==> config.mk <==
export PLATFORM = sky130hd
export DESIGN_NAME = alu_exec_stage
export DESIGN_NICKNAME = d
export VERILOG_FILES = /design/src/verilog/exu_pkg.sv /design/src/verilog/alu_exec_stage.sv /design/src/verilog/lsu_issue.sv /design/src/verilog/branch_unit.sv /design/src/verilog/alu_datapath.sv
export VERILOG_INCLUDE_DIRS = /design/src /design/src/include
export SDC_FILE = /design/constraint.sdc
export NUM_CORES = 1
export LEC_CHECK = 0
export BUFFER_PORTS_ARGS = -buffer_cell sky130_fd_sc_hd__clkbuf_2
export CORE_ASPECT_RATIO = 0.75
export CORE_UTILIZATION = 25
export CTS_CLUSTER_SIZE = 24
export DETAILED_ROUTE_END_ITERATION = 7
export PLACE_DENSITY = 0.46
export SYNTH_ARGS = -nofsm -noshare
export SYNTH_HDL_FRONTEND = slang
export SYNTH_SLANG_ARGS = --single-unit
==> constraint.sdc <==
create_clock -name clk -period 13.48 [get_ports clk]
set_input_delay 2.022 -clock clk [delete_from_list [all_inputs] [get_ports clk]]
set_output_delay 2.022 -clock clk [all_outputs]
set_load 0.03 [all_outputs]
==> src/include/exu_params.svh <==
`ifndef EXU_PARAMS_SVH
`define EXU_PARAMS_SVH

// datapath widths
`define XLEN            32
`define REG_ADDR_W      5
`define SHAMT_W         5

// low bits of the redirect target only
`define BR_ADDR_W       12

// sram word address and bank code position
`define SRAM_ADDR_SIZE  13
`define SRAM_TYPE_LSB   13

`endif
==> src/verilog/exu_pkg.sv <==
package exu_pkg;

    // integer result select
    typedef enum logic [3:0] {
        ALU_NONE = 4'd0,
        ADD      = 4'd1,
        SUB      = 4'd2,
        SLT      = 4'd3,
        SLTU     = 4'd4,
        XOR      = 4'd5,
        OR       = 4'd6,
        AND      = 4'd7,
        SLL      = 4'd8,
        SRL      = 4'd9,
        SRA      = 4'd10,
        LUI      = 4'd11,
        AUIPC    = 4'd12,
        LINK     = 4'd13
    } alu_op_e;

    // branch and jump kinds
    typedef enum logic [3:0] {
        BR_NONE = 4'd0,
        BEQ     = 4'd1,
        BNE     = 4'd2,
        BLT     = 4'd3,
        BGE     = 4'd4,
        BLTU    = 4'd5,
        BGEU    = 4'd6,
        JAL     = 4'd7,
        JALR    = 4'd8
    } br_op_e;

    // scalar memory access kinds
    typedef enum logic [3:0] {
        MEM_NONE = 4'd0,
        LB       = 4'd1,
        LH       = 4'd2,
        LW       = 4'd3,
        LBU      = 4'd4,
        LHU      = 4'd5,
        SB       = 4'd6,
        SH       = 4'd7,
        SW       = 4'd8
    } mem_op_e;

    // encoding matches address bits 14:13
    typedef enum logic [1:0] {
        BANK_IRAM = 2'b00,
        BANK_ORAM = 2'b01,
        BANK_WRAM = 2'b10,
        BANK_NONE = 2'b11
    } sram_bank_e;

endpackage

==> src/verilog/alu_exec_stage.sv <==
`timescale 1ns/1ps

`include "exu_params.svh"

module alu_exec_stage
    import exu_pkg::*;
(
    input  logic                         clk,
    input  logic                         rst_n,
    // decode stage
    input  logic                         idu_vld,
    input  alu_op_e                      alu_op,
    input  br_op_e                       br_op,
    input  mem_op_e                      mem_op,
    input  logic [`XLEN-1:0]             src1,
    input  logic [`XLEN-1:0]             src2,
    input  logic [`XLEN-1:0]             pc,
    input  logic [`XLEN-1:0]             imm,
    input  logic                         wb_vld,
    input  logic [`REG_ADDR_W-1:0]       wb_addr,
    input  logic                         lsu_rdy,
    output logic                         idu_rdy,
    output logic                         idu_flush,
    output logic                         idu_wb_vld,
    output logic [`REG_ADDR_W-1:0]       idu_wb_addr,
    output logic [`XLEN-1:0]             idu_wb_data,
    output logic                         idu_ld_vld,
    // fetch redirect
    output logic                         br_vld,
    output logic [`BR_ADDR_W-1:0]        br_addr,
    // load/store unit
    output logic                         lsu_vld,
    output logic                         lsu_wb_vld,
    output logic [`REG_ADDR_W-1:0]       lsu_wb_addr,
    output logic [`XLEN-1:0]             lsu_wb_data,
    output logic [`XLEN-1:0]             lsu_src2,
    output mem_op_e                      lsu_mem_op,
    output logic [`SRAM_ADDR_SIZE-1:0]   lsu_ld_st_addr,
    output sram_bank_e                   lsu_bank
);

    logic accept;

    assign idu_wb_addr = wb_addr;

    alu_datapath u_alu_datapath (
        .alu_op (alu_op),
        .src1   (src1),
        .src2   (src2),
        .pc     (pc),
        .result (idu_wb_data)
    );

    branch_unit u_branch_unit (
        .clk       (clk),
        .rst_n     (rst_n),
        .idu_vld   (idu_vld),
        .lsu_rdy   (lsu_rdy),
        .br_op     (br_op),
        .src1      (src1),
        .src2      (src2),
        .pc        (pc),
        .imm       (imm),
        .accept    (accept),
        .idu_rdy   (idu_rdy),
        .idu_flush (idu_flush),
        .br_vld    (br_vld),
        .br_addr   (br_addr)
    );

    lsu_issue u_lsu_issue (
        .clk            (clk),
        .rst_n          (rst_n),
        .accept         (accept),
        .lsu_rdy        (lsu_rdy),
        .mem_op         (mem_op),
        .wb_vld         (wb_vld),
        .wb_addr        (wb_addr),
        .result         (idu_wb_data),
        .src1           (src1),
        .src2           (src2),
        .imm            (imm),
        .idu_wb_vld     (idu_wb_vld),
        .idu_ld_vld     (idu_ld_vld),
        .lsu_vld        (lsu_vld),
        .lsu_wb_vld     (lsu_wb_vld),
        .lsu_wb_addr    (lsu_wb_addr),
        .lsu_wb_data    (lsu_wb_data),
        .lsu_src2       (lsu_src2),
        .lsu_mem_op     (lsu_mem_op),
        .lsu_ld_st_addr (lsu_ld_st_addr),
        .lsu_bank       (lsu_bank)
    );

endmodule

==> src/verilog/lsu_issue.sv <==
`timescale 1ns/1ps

`include "exu_params.svh"

module lsu_issue
    import exu_pkg::*;
(
    input  logic                         clk,
    input  logic                         rst_n,
    input  logic                         accept,
    input  logic                         lsu_rdy,
    input  mem_op_e                      mem_op,
    input  logic                         wb_vld,
    input  logic [`REG_ADDR_W-1:0]       wb_addr,
    input  logic [`XLEN-1:0]             result,
    input  logic [`XLEN-1:0]             src1,
    input  logic [`XLEN-1:0]             src2,
    input  logic [`XLEN-1:0]             imm,
    output logic                         idu_wb_vld,
    output logic                         idu_ld_vld,
    output logic                         lsu_vld,
    output logic                         lsu_wb_vld,
    output logic [`REG_ADDR_W-1:0]       lsu_wb_addr,
    output logic [`XLEN-1:0]             lsu_wb_data,
    output logic [`XLEN-1:0]             lsu_src2,
    output mem_op_e                      lsu_mem_op,
    output logic [`SRAM_ADDR_SIZE-1:0]   lsu_ld_st_addr,
    output sram_bank_e                   lsu_bank
);

    logic             is_load;
    logic             is_store;
    logic [`XLEN-1:0] ld_addr;
    logic [`XLEN-1:0] st_addr;
    logic [`XLEN-1:0] mem_addr;
    sram_bank_e       bank;

    assign is_load  = (mem_op inside {LB, LH, LW, LBU, LHU});
    assign is_store = (mem_op inside {SB, SH, SW});

    assign idu_wb_vld = accept & wb_vld;
    assign idu_ld_vld = is_load;

    assign ld_addr  = src1 + src2;
    assign st_addr  = src1 + imm;
    assign mem_addr = is_store ? st_addr : ld_addr;

    // bank code from address bits 14:13, 2'b11 is unmapped
    always_comb begin
        if (is_load | is_store) begin
            bank = sram_bank_e'(mem_addr[`SRAM_TYPE_LSB+1:`SRAM_TYPE_LSB]);
        end else begin
            bank = BANK_NONE;
        end
    end

    // valid bits, hold while the lsu stalls
    always_ff @(posedge clk) begin
        if (!rst_n) begin
            lsu_vld    <= 1'b0;
            lsu_wb_vld <= 1'b0;
        end else if (accept) begin
            lsu_vld    <= 1'b1;
            lsu_wb_vld <= wb_vld;
        end else if (lsu_rdy) begin
            lsu_vld    <= 1'b0;
            lsu_wb_vld <= 1'b0;
        end
    end

    always_ff @(posedge clk) begin
        if (accept) begin
            lsu_wb_addr    <= wb_addr;
            lsu_wb_data    <= result;
            lsu_src2       <= src2;
            lsu_mem_op     <= mem_op;
            lsu_ld_st_addr <= mem_addr[`SRAM_ADDR_SIZE-1:0];
            lsu_bank       <= bank;
        end
    end

    // packet must not move under back-pressure
    a_pkt_hold: assert property (@(posedge clk) disable iff (!rst_n)
        (lsu_vld && !lsu_rdy) |=> (lsu_vld && $stable({lsu_wb_vld, lsu_wb_addr,
            lsu_wb_data, lsu_src2, lsu_mem_op, lsu_ld_st_addr, lsu_bank})));

endmodule

==> src/verilog/branch_unit.sv <==
`timescale 1ns/1ps

`include "exu_params.svh"

module branch_unit
    import exu_pkg::*;
(
    input  logic                    clk,
    input  logic                    rst_n,
    input  logic                    idu_vld,
    input  logic                    lsu_rdy,
    input  br_op_e                  br_op,
    input  logic [`XLEN-1:0]        src1,
    input  logic [`XLEN-1:0]        src2,
    input  logic [`XLEN-1:0]        pc,
    input  logic [`XLEN-1:0]        imm,
    output logic                    accept,
    output logic                    idu_rdy,
    output logic                    idu_flush,
    output logic                    br_vld,
    output logic [`BR_ADDR_W-1:0]   br_addr
);

    logic             taken;
    logic [`XLEN-1:0] br_pc;
    logic [`XLEN-1:0] jal_pc;
    logic [`XLEN-1:0] jalr_pc;
    logic [`XLEN-1:0] target;

    // instruction behind a redirect is dropped
    assign accept    = idu_vld & lsu_rdy & ~br_vld;
    assign idu_rdy   = lsu_rdy;
    assign idu_flush = br_vld;

    assign br_pc   = pc + imm;
    assign jal_pc  = pc + src2;
    assign jalr_pc = src1 + src2;

    always_comb begin
        taken  = 1'b0;
        target = '0;
        case (br_op)
            BEQ:  begin taken = (src1 == src2);                   target = br_pc; end
            BNE:  begin taken = (src1 != src2);                   target = br_pc; end
            BLT:  begin taken = ($signed(src1) < $signed(src2));  target = br_pc; end
            BGE:  begin taken = ($signed(src1) >= $signed(src2)); target = br_pc; end
            BLTU: begin taken = (src1 < src2);                    target = br_pc; end
            BGEU: begin taken = (src1 >= src2);                   target = br_pc; end
            JAL:  begin taken = 1'b1;                             target = jal_pc; end
            JALR: begin taken = 1'b1;                             target = jalr_pc; end
            default: begin
                taken  = 1'b0;
                target = '0;
            end
        endcase
    end

    always_ff @(posedge clk) begin
        if (!rst_n) begin
            br_vld <= 1'b0;
        end else begin
            br_vld <= accept & taken;
        end
    end

    // target register, only low bits go to fetch
    always_ff @(posedge clk) begin
        if (accept) begin
            br_addr <= target[`BR_ADDR_W-1:0];
        end
    end

    // redirect is a single-cycle pulse
    a_br_vld_pulse: assert property (@(posedge clk) disable iff (!rst_n)
        br_vld |=> !br_vld);

endmodule

==> src/verilog/alu_datapath.sv <==
`timescale 1ns/1ps

`include "exu_params.svh"

module alu_datapath
    import exu_pkg::*;
(
    input  alu_op_e              alu_op,
    input  logic [`XLEN-1:0]     src1,
    input  logic [`XLEN-1:0]     src2,
    input  logic [`XLEN-1:0]     pc,
    output logic [`XLEN-1:0]     result
);

    logic [`SHAMT_W-1:0] shamt;
    logic [`XLEN-1:0]    sum;
    logic [`XLEN-1:0]    diff;
    logic [`XLEN-1:0]    lt_signed;
    logic [`XLEN-1:0]    lt_unsigned;
    logic [`XLEN-1:0]    xor_res;
    logic [`XLEN-1:0]    or_res;
    logic [`XLEN-1:0]    and_res;
    logic [`XLEN-1:0]    sll_res;
    logic [`XLEN-1:0]    srl_res;
    logic [`XLEN-1:0]    sra_res;
    logic [`XLEN-1:0]    auipc_res;
    logic [`XLEN-1:0]    link_res;

    assign shamt = src2[`SHAMT_W-1:0];

    assign sum  = src1 + src2;
    assign diff = src1 - src2;

    // full signed compare, also when the signs differ
    assign lt_signed   = {{(`XLEN-1){1'b0}}, ($signed(src1) < $signed(src2))};
    assign lt_unsigned = {{(`XLEN-1){1'b0}}, (src1 < src2)};

    assign xor_res = src1 ^ src2;
    assign or_res  = src1 | src2;
    assign and_res = src1 & src2;

    assign sll_res = src1 << shamt;
    assign srl_res = src1 >> shamt;
    assign sra_res = $signed(src1) >>> shamt;

    assign auipc_res = pc + src2;
    // return address for jal/jalr
    assign link_res  = pc + `XLEN'd4;

    always_comb begin
        case (alu_op)
            ADD:     result = sum;
            SUB:     result = diff;
            SLT:     result = lt_signed;
            SLTU:    result = lt_unsigned;
            XOR:     result = xor_res;
            OR:      result = or_res;
            AND:     result = and_res;
            SLL:     result = sll_res;
            SRL:     result = srl_res;
            SRA:     result = sra_res;
            LUI:     result = src2;
            AUIPC:   result = auipc_res;
            LINK:    result = link_res;
            default: result = '0;
        endcase
    end

endmodule

Yosys cells after proc, flatten, opt, wreduce, memory -nomap -nowiden
Index checks and enable logic that the tools add are counted.
{"block": "word_totals", "regBits": 103, "inputBits": 150, "out_inout_bits": 144}
{"block": "classes", "n_addsub": 6, "order_cmp": 4, "eq_ne": 31, "shift": 3, "n_mux": 7, "bitwise": 9, "reduce_logical": 5}
{"op": "$pmux 32 s13", "n": 1}
{"op": "$add 32x32->32", "n": 2}
{"op": "$ge 32x32->1", "n": 2}
{"op": "$lt 32x32->1", "n": 2}
{"op": "$eq 4x3->1 const B", "n": 12}
{"op": "$pmux 12 s3", "n": 1}
{"op": "$add 32x3->32 const B", "n": 1}
{"op": "$and 32x32->32", "n": 1}
{"op": "$eq 32x32->1", "n": 1}
{"op": "$eq 4x4->1 const B", "n": 8}
{"op": "$ne 32x32->1", "n": 1}
{"op": "$or 32x32->32", "n": 1}
{"op": "$shl 32x5->32", "n": 1}
{"op": "$shr 32x5->32", "n": 1}
{"op": "$sshr 32x5->32", "n": 1}
{"op": "$sub 32x32->32", "n": 1}
{"op": "$xor 32x32->32", "n": 1}
{"op": "$eq 4x2->1 const B", "n": 6}
{"op": "$add 15x15->15", "n": 1}
{"op": "$mux 15", "n": 1}
{"op": "$add 12x12->12", "n": 1}
{"op": "$eq 4x1->1 const B", "n": 3}
{"op": "$pmux 1 s7", "n": 1}
{"op": "$reduce_or 6->1", "n": 1}
{"op": "other kinds (8)", "n": 13}

Longest topological paths before layout
Gate-level depths: netlist (run 1).
{"block": "depth", "depth_word": 4, "mapped_depth": 17, "ltp_nobuf": 13}

Hierarchy
From an unflattened synthesis (run 1), not the netlist that was laid out.
{"block": "hier_totals", "hier_cells": 2118, "hier_area_um2": 16689.8}
{"module": "alu_datapath", "instances": 1, "cells_each": 1592, "area_each_um2": 10395.0, "seq_area_each_um2": 0.0}
{"module": "lsu_issue", "instances": 1, "cells_each": 219, "area_each_um2": 3706.1, "seq_area_each_um2": 2682.6}
{"module": "branch_unit", "instances": 1, "cells_each": 302, "area_each_um2": 2551.2, "seq_area_each_um2": 380.4}
{"module": "alu_exec_stage", "instances": 1, "cells_each": 5, "area_each_um2": 37.5, "seq_area_each_um2": 0.0}

Least setup slack after synthesis (run 1)
Ideal clock, no wire load.
{"block": "synth_path", "path_kind": "input to output", "startpoint": "in lsu_rdy", "endpoint": "out idu_wb_vld", "arrival_time_ns": 7.042, "required_time_ns": 11.458, "setup_slack_ns": 4.416, "stages": 3, "path_buffers": 0, "cell_sequence": "nand2_1 > nor2_1 > and2_1"}
{"block": "synth_between", "elab_chain_len": 3}
{"element": "from (decl)", "line": "alu_exec_stage.sv:21", "source": "input logic lsu_rdy,"}
{"element": "$and 1x1->1 (2 in a row)", "line": "branch_unit.sv:31", "source": "assign accept = idu_vld & lsu_rdy & ~br_vld;"}
{"element": "via accept", "line": "alu_exec_stage.sv:42", "source": "logic accept;"}
{"element": "$and 1x1->1", "line": "lsu_issue.sv:41", "source": "assign idu_wb_vld = accept & wb_vld;"}
{"element": "to (decl)", "line": "alu_exec_stage.sv:24", "source": "output logic idu_wb_vld,"}
The timed path passes the listed nets, and every way through them passes these cells.

Final worst setup path (run 1)
{"block": "layout_path", "startpoint": "in src2[0]", "endpoint": "out idu_wb_data[20]"}
{"block": "layout_between", "elab_chain_len": 2, "elab_cells_between_ends": 7, "cone_classes": "add/sub: 3; shift: 3; mux: 1"}
{"element": "from (decl)", "line": "alu_exec_stage.sv:16", "source": "input logic [`XLEN-1:0] src2,"}
{"element": "$add 32x32->32, or another cell as far along"}
{"element": "$pmux 32 s13 (*)", "line": "alu_datapath.sv:51", "source": "case (alu_op)"}
{"element": "to (decl)", "line": "alu_exec_stage.sv:26", "source": "output logic [`XLEN-1:0] idu_wb_data,"}
Every way passes the cells marked *; elsewhere a longest branch is shown, timed or not.

==> results of run 1 <==
==> area by class of cell <==
type                       count  share of cell area
multi-input combinational   1706               0.649
sequential                   103               0.167
timing repair buffer         303              0.0866
tap                          850              0.0581
inverter                     117              0.0240
clock buffer                  10              0.0125
clock inverter                 6             0.00280
==> registers in the layout (all words and copies together) (netlist names) <==
register	cells
u_branch_unit.br_vld	1
u_lsu_issue.lsu_wb_vld	1
u_branch_unit.br_addr	12
u_lsu_issue.lsu_src2	32
u_lsu_issue.lsu_bank	2
u_lsu_issue.lsu_ld_st_addr	13
u_lsu_issue.lsu_wb_addr	5
u_lsu_issue.lsu_wb_data	32
u_lsu_issue.lsu_vld	1
u_lsu_issue.lsu_mem_op	4
==> metrics by stage <==
stage / hold slack, ns / setup WS (ns)
6_report: 0.606 / 4.89
5_1_grt: 0.641 / 4.76
3_5_place_dp: 0.592 / 5.01
3_3_place_gp: 0.566 / 5.03
4_1_cts: 0.614 / 4.98
2_1_floorplan: 0.747 / 4.42
==> cell usage after synthesis (32+ instances only) <==
cell      count
nand2_1     181
xor2_1       34
nand3_1      51
mux2i_1      74
ha_1        154
inv_1       116
nor2_1      220
o211ai_1     45
xnor2_1      62
a211oi_1     37
o21ai_0     137
a21oi_1     200
nor3_1       34
clkbuf_1     81
edfxtp_1    100
a221oi_1     32
==> power groups by stage <==
stage          combinational, uW  sequential (uW)  clock, uW
3_3_place_gp                 738              392          0
6_report                     755              385        272
3_5_place_dp                 741              393          0
4_1_cts                      745              385        286
2_1_floorplan                450              432          0
5_1_grt                      810              387        292
==> layer usage <==
layer	routed length, microns	GRT usage	up-vias
li1	-	-	8072
met2	33700	0.350	774
met4	1060	0.0442	2
met5	20	0	-
met3	6760	0.0376	49
met1	37900	0.361	8628
==> cell usage in the layout, fill, tap and decap left out, drive strengths merged, types with 8 or more instances in the layout <==
| cell type | Yosys | layout |
|---|---|---|
| a2111oi | 11 | 11 |
| a211o | 11 | 11 |
| a211oi | 38 | 38 |
| a21o | 24 | 24 |
| a21oi | 203 | 203 |
| a221oi | 35 | 35 |
| a22oi | 30 | 30 |
| a31oi | 15 | 15 |
| and2 | 10 | 10 |
| and3 | 12 | 12 |
| buf | 57 | 29 |
| clkbuf | 82 | 284 |
| edfxtp | 100 | 100 |
| ha | 154 | 154 |
| inv | 116 | 120 |
| mux2 | 11 | 11 |
| mux2i | 74 | 74 |
| mux4 | 17 | 17 |
| nand2 | 181 | 181 |
| nand2b | 19 | 19 |
| nand3 | 51 | 51 |
| nand4 | 18 | 18 |
| nor2 | 220 | 220 |
| nor2b | 20 | 20 |
| nor3 | 35 | 35 |
| nor4 | 8 | 8 |
| o211ai | 46 | 46 |
| o21a | 15 | 15 |
| o21ai | 141 | 141 |
| o21bai | 28 | 28 |
| o221ai | 16 | 16 |
| o22ai | 20 | 20 |
| o31ai | 14 | 14 |
| or2 | 9 | 9 |
| or3 | 10 | 10 |
| xnor2 | 62 | 62 |
| xor2 | 34 | 34 |
==> cells by family (layout without fill, tap and decap cells) <==
logic type | Yosys count | in the layout | synth area share
compound gates | 729 | 729 | 0.305
xor+xnor | 96 | 96 | 0.0526
fa+ha+maj | 159 | 159 | 0.127
buf+inv | 256 | 436 | 0.0669
flops | 103 | 103 | 0.192
mux | 102 | 102 | 0.0781
simple gates | 620 | 620 | 0.178
==> critical path, stage by stage <==
cell,delay [ns]
buf_4,0.50
buf_4,0.65
mux2i_1,0.38
nor2_1,0.07
a21oi_1,0.32
nor2_1,0.07
a211oi_1,0.31
a21oi_1,0.16
a2111oi_0,0.89
o21ai_0,0.36
a21oi_1,0.26
o311ai_0,0.24
clkbuf_2,0.25
==> final timing paths <==
| kind | cells past startpoint | to | slack (ns) | from |
|---|---|---|---|---|
| hold reg to reg | 2 | u_lsu_issue.lsu_wb_vld$_SDFFE_PN0P_ | 0.61 | u_lsu_issue.lsu_wb_vld$_SDFFE_PN0P_ |
| setup / recovery | 13 | idu_wb_data[20] | 4.89 | src2[0] |
| setup reg to reg | 3 | u_lsu_issue.lsu_src2[27]$_DFFE_PP_ | 11.35 | u_branch_unit.br_vld$_SDFF_PN0_ |
| hold / removal | 2 | u_lsu_issue.lsu_wb_vld$_SDFFE_PN0P_ | 0.61 | u_lsu_issue.lsu_wb_vld$_SDFFE_PN0P_ |
==> results.toml, run 1 <==
[outcome]
status = "complete, no violations"

[clocking]
clk_pin_slew_worst_paths_ns = 0.07
root_buffer = "clkbuf_16"
htree_num_levels = 3
cts_resized = 0
cts.sinks = 103
postCtsHoldBufs = 0
cts_buffer_depth = 2
clkLatencyLatePin_ns = 0.40
numCtsBuffers = 9
post_cts_buffers = 0
tritoncts = "done"

[synthesis]
syn_nets = 2374
synth-main-ff-cell = "edfxtp_1"
synth_edf_count = 100
synth_cells = 2065
synthArstFlopShare = 0
yosysTopAreaCellShare = 0.188
synth_top_cell_by_area = "edfxtp_1"
ys_top_cells_by_area = "edfxtp_1 19%, ha_1 12%, a21oi_1 6.3%"
synth.cell_area_sq_mm = 0.0160
postSynthAreaPerCell_sq_um = 7.74
yosys_register_bits = 103
synth_warnings = 0
synth_cell_types = 92
ys_seq_area_frac = 0.192

[sta]
maxSlewHeadroom = 0.186
fin_skew_ns = 0.00869
drv_slew = 0
rsz0062_at_grt = "no"
hold_viol_final = 0
worstMarginPinSlew_ns = 1.22
min_period_ns = 8.59
final-setup-viol-count = 0
setup_tns_ns = 0
post-route-period-util = 0.638
max_freq_mhz = 116

[global_route]
antenna_found_initial = 2
grt_pass1_wl_mm = 114
grtUsageTotal = 0.238
grt_max_degree = 66
first_global_vias = 16200
overflow = 0

[route]
detail_route.iter0.violations = 1929
drc_errors = 0
wl_per_cell_microns = 25.7
vias = 17500
via_per_inst = 5.66
postRouteAntennaNets = 0
firstDrtPassIters = 6
routed_wl_mm = 79.5

[power_and_ir_drop]
combPwrFrac = 0.535
power.share.switching = 0.471
power-per-cell-area_mw_per_mm2 = 77.1
p_switching_uw = 666
power.leakage_uw = 0.00760
power.internal_uw = 746
ir_worst_vdd_v = 0.0000496
power.total_uw = 1410
pwr-share-clk = 0.193
sequentialPowerShare = 0.273

[final_layout]
post-route-util = 0.293
multiInputGateArea_sq_mm = 0.0119
instances_no_fill = 3095
fin_area_sq_mm = 0.0183
regArea_sq_mm = 0.00306
drive_gt1_frac = 0.173
final_nets = 2549
nFillCells = 6784
n_antenna_cell = 0
area_delta_synth_final_pct = 14.7

[critical_path]
crit_fanout = 51
startpoint_type = "input pin"
cp.required_ns = 11.46
worst_setup_path_end_kind = "primary output"
worstPathArrival_ns = 6.57
path_class = "in2out"

[floorplanning]
core-area_sq_mm = 0.0626
core.rowCount = 79
die_x_microns = 294
die_y_microns = 221
initial_core_util = 0.255
die-area_sq_mm = 0.0649
ioPinCount = 294

[placed_design]
place_congestion = 0.979
dp.cells = 3079
numPortBuffers = 276
place_area_sq_mm = 0.0180
dpl.hpwl_mm = 62.8

[hold_path]
hp-class = "reg2reg"

[job]
maxCapViolations = 0
(Power assumes the default switching activity.)
==> run 2, diff against run 1 <==
--- a/config.mk
+++ b/config.mk
@@ -6,12 +6,13 @@
 export SDC_FILE = /design/constraint.sdc
 export NUM_CORES = 1
 export LEC_CHECK = 0
+export ABC_AREA = 1
 export BUFFER_PORTS_ARGS = -buffer_cell sky130_fd_sc_hd__clkbuf_2
 export CORE_ASPECT_RATIO = 0.75
 export CORE_UTILIZATION = 25
 export CTS_CLUSTER_SIZE = 24
 export DETAILED_ROUTE_END_ITERATION = 7
-export PLACE_DENSITY = 0.46
+export PLACE_DENSITY = 0.47
 export SYNTH_ARGS = -nofsm -noshare
 export SYNTH_HDL_FRONTEND = slang
 export SYNTH_SLANG_ARGS = --single-unit
==> constraint.sdc (replaced) <==
create_clock -name clk -period 7.5 [get_ports clk]
set_input_delay 1.125 -clock clk [delete_from_list [all_inputs] [get_ports clk]]
set_output_delay 1.125 -clock clk [all_outputs]
set_load 0.03 [all_outputs]
==> run 2 against run 1 <==
Setup slack got worse by 3.1 ns. Flip-flop and latch count unchanged. Utilization decreased by 0.42 points. Combinational power increased by 92%. Via count increased by 25%. Total power increased by 90%. Design area increased by 10%. First-iteration DRC count increased by 54%. Critical endpoint is now idu_wb_data[7].
==> results.toml, run 2 <==
[critical_path]
slowest_delay_ns = 0.89
r2r_slack_ns = 5.28
r2r_end = "u_lsu_issue.lsu_src2[30]$_DFFE_PP_"
cp.required_ns = 6.38
path_delay_family = "buffers and inverters"
critPathBufInv = 3
critPathSlowestCell = "o21ai_0"
crit_fanout = 32
cpMostUsedCell = "nand2_1"
path_depth = 12
path_class = "in2out"
startpoint_type = "input pin"
worstPathArrival_ns = 4.59
path_cells = "clkbuf_2 > inv_2 > nand2_1 > nand2_1 > nand2_1 > nand2_1 > nand2_1 > nand2_1 > o211a_1 > o21ai_0 > nand3_1 > clkbuf_2"
rr_startpoint = "u_branch_unit.br_vld$_SDFF_PN0_"
worst_setup_path_end_kind = "primary output"
worst_r2r_path_depth = 3
cp-startpoint = "src2[0]"

[route]
vias = 22000
routed_wl_mm = 98.2
wl_per_cell_microns = 23.5
drc_errors = 0
firstDrtPassIters = 8
met1Wirelength_mm = 45.4
routed.top_layer = "met4"
postRouteAntennaNets = 0
via_per_inst = 5.26
detail_route.iter0.violations = 2974
routed-wl-met2_mm = 41.8
routed-wl-met3_mm = 9.74

[power_and_ir_drop]
power-per-cell-area_mw_per_mm2 = 132
power.total_uw = 2680
ir_worst_vdd_v = 0.000108
power.leakage_uw = 0.00979

[job]
maxCapViolations = 0

[clocking]
numCtsBuffers = 9
postCtsHoldBufs = 0
cts_buffer_depth = 2
clk_pin_slew_worst_paths_ns = 0.09
cts.sinks = 103
tritoncts = "done"
cts_resized = 0
post_cts_buffers = 0
clkLatencyLatePin_ns = 0.43
htree_num_levels = 3
root_buffer = "clkbuf_16"

[final_layout]
area_delta_synth_final_pct = 14.3
final_cell_mix = "887 x nand2_1, 364 x nand3_1, 315 x inv_1"
drive_gt1_frac = 0.119
post-route-util = 0.289
final_nets = 3536
final_common_cell = "nand2_1"
n_antenna_cell = 0
fin_area_sq_mm = 0.0202
reg_top3 = "u_lsu_issue.lsu_src2 (32), u_lsu_issue.lsu_wb_data (32), u_lsu_issue.lsu_ld_st_addr (13)"

[synthesis]
synth_common_cells = "887 x nand2_1, 364 x nand3_1, 316 x inv_1"
syn_nets = 3334
synth_most_common_cell = "nand2_1"
synth_cells = 3025
postSynthAreaPerCell_sq_um = 5.85
synth-main-ff-cell = "edfxtp_1"
yosys_register_bits = 103
synthArstFlopShare = 0
yosysTopAreaCellShare = 0.188
ys_top_cells_by_area = "nand2_1 19%, edfxtp_1 17%, ha_1 11%"
synth.cell_area_sq_mm = 0.0177
synth_cell_types = 56
ys_seq_area_frac = 0.173
synth_edf_count = 100
synth_warnings = 0
synth_top_cell_by_area = "nand2_1"

[hold_path]
hp-class = "reg2reg"
min_path_cells = 2
min_to = "u_lsu_issue.lsu_wb_vld$_SDFFE_PN0P_"
hp-start = "u_lsu_issue.lsu_wb_vld$_SDFFE_PN0P_"

[sta]
hold_viol_final = 0
min_period_ns = 5.71
rsz0062_at_grt = "no"
maxSlewHeadroom = 0.222
max_freq_mhz = 175
worstMarginPinSlew_ns = 1.15
fin_skew_ns = 0.0214
post-route-period-util = 0.762
drv_slew = 0
final-setup-viol-count = 0
setup_tns_ns = 0

[floorplanning]
ioPinCount = 294
die-area_sq_mm = 0.0719
die_x_microns = 309
core.rowCount = 84
core-area_sq_mm = 0.0701
initial_core_util = 0.253
die_y_microns = 232

[global_route]
grt_pass1_wl_mm = 137
overflow = 0
grt_max_degree = 66
antenna_found_initial = 1
first_global_vias = 19800
grtUsageTotal = 0.266

[placed_design]
numPortBuffers = 276
place_congestion = 1.01
dpl.hpwl_mm = 82.0
place_area_sq_mm = 0.0199

[outcome]
status = "complete, no violations"
run 2: cell count changes after synthesis, sizes merged, moves of 52 or more:
cell,previous run,this run
inv,116,331
clkbuf,82,24
nand3,51,366
xnor2,62,10
nand2,181,898
o21ai,141,201
mux2i,74,1
nor2,220,328
run 2: final cells by class:
class | count | area (sq um)
fill | 8109 | 49900
multi-input combinational | 2479 | 12900
sequential | 103 | 3060
timing repair buffer | 302 | 1580
inverter | 332 | 1250
tap | 946 | 1180
clock buffer | 9 | 225
clock inverter | 7 | 80.1
run 2: kinds of logic (layout without fill, tap and decap cells):
| family | after synthesis | count (layout) | share of synthesized area |
|---|---|---|---|
| xor gates and xnor gates | 38 | 38 | 0.0188 |
| buffers and inverters | 443 | 650 | 0.101 |
| adders and majority gates | 159 | 159 | 0.114 |
| and+or+nand+nor | 1741 | 1741 | 0.419 |
| AOI/OAI and AO/OA | 540 | 540 | 0.173 |
| muxes | 1 | 1 | 0.000565 |
| DFF | 103 | 103 | 0.173 |
run 2: worst max-delay path by stage:
stage | endpoint | slack [ns]
after floorplan | idu_wb_vld | 0.55
after global placement | idu_wb_data[7] | 1.92
after detailed placement | idu_wb_data[7] | 1.91
after CTS | idu_wb_data[7] | 1.90
after global routing | idu_wb_data[7] | 1.69
final | idu_wb_data[7] | 1.79
run 2: per-stage QoR:
step	hold WS, ns	cells	setup WS (ns)
floorplan	0.586	3025	0.552
global placement	0.455	4162	1.92
detailed placement	0.468	4162	1.91
CTS	0.482	4178	1.90
global route	0.521	4178	1.69
finish	0.476	4178	1.79
run 2: report_power, final:
part	internal, uW	leakage (uW)	switching (uW)
registers	679	0.000985	7.44
logic	375	0.00866	1070
clock network	241	0.000146	305
run 2: routing by layer:
metal	global-route usage	up-vias
met4	0.0425	0
met3	0.0593	61
li1	-	10500
met2	0.402	997
met5	0	-
met1	0.385	10400
run 2: worst reg2reg max path, stage by stage (launching register included):
cell and delay [ns]:
dfxtp_1 0.36, nor3_4 0.20, buf_4 0.53, buf_4 0.70
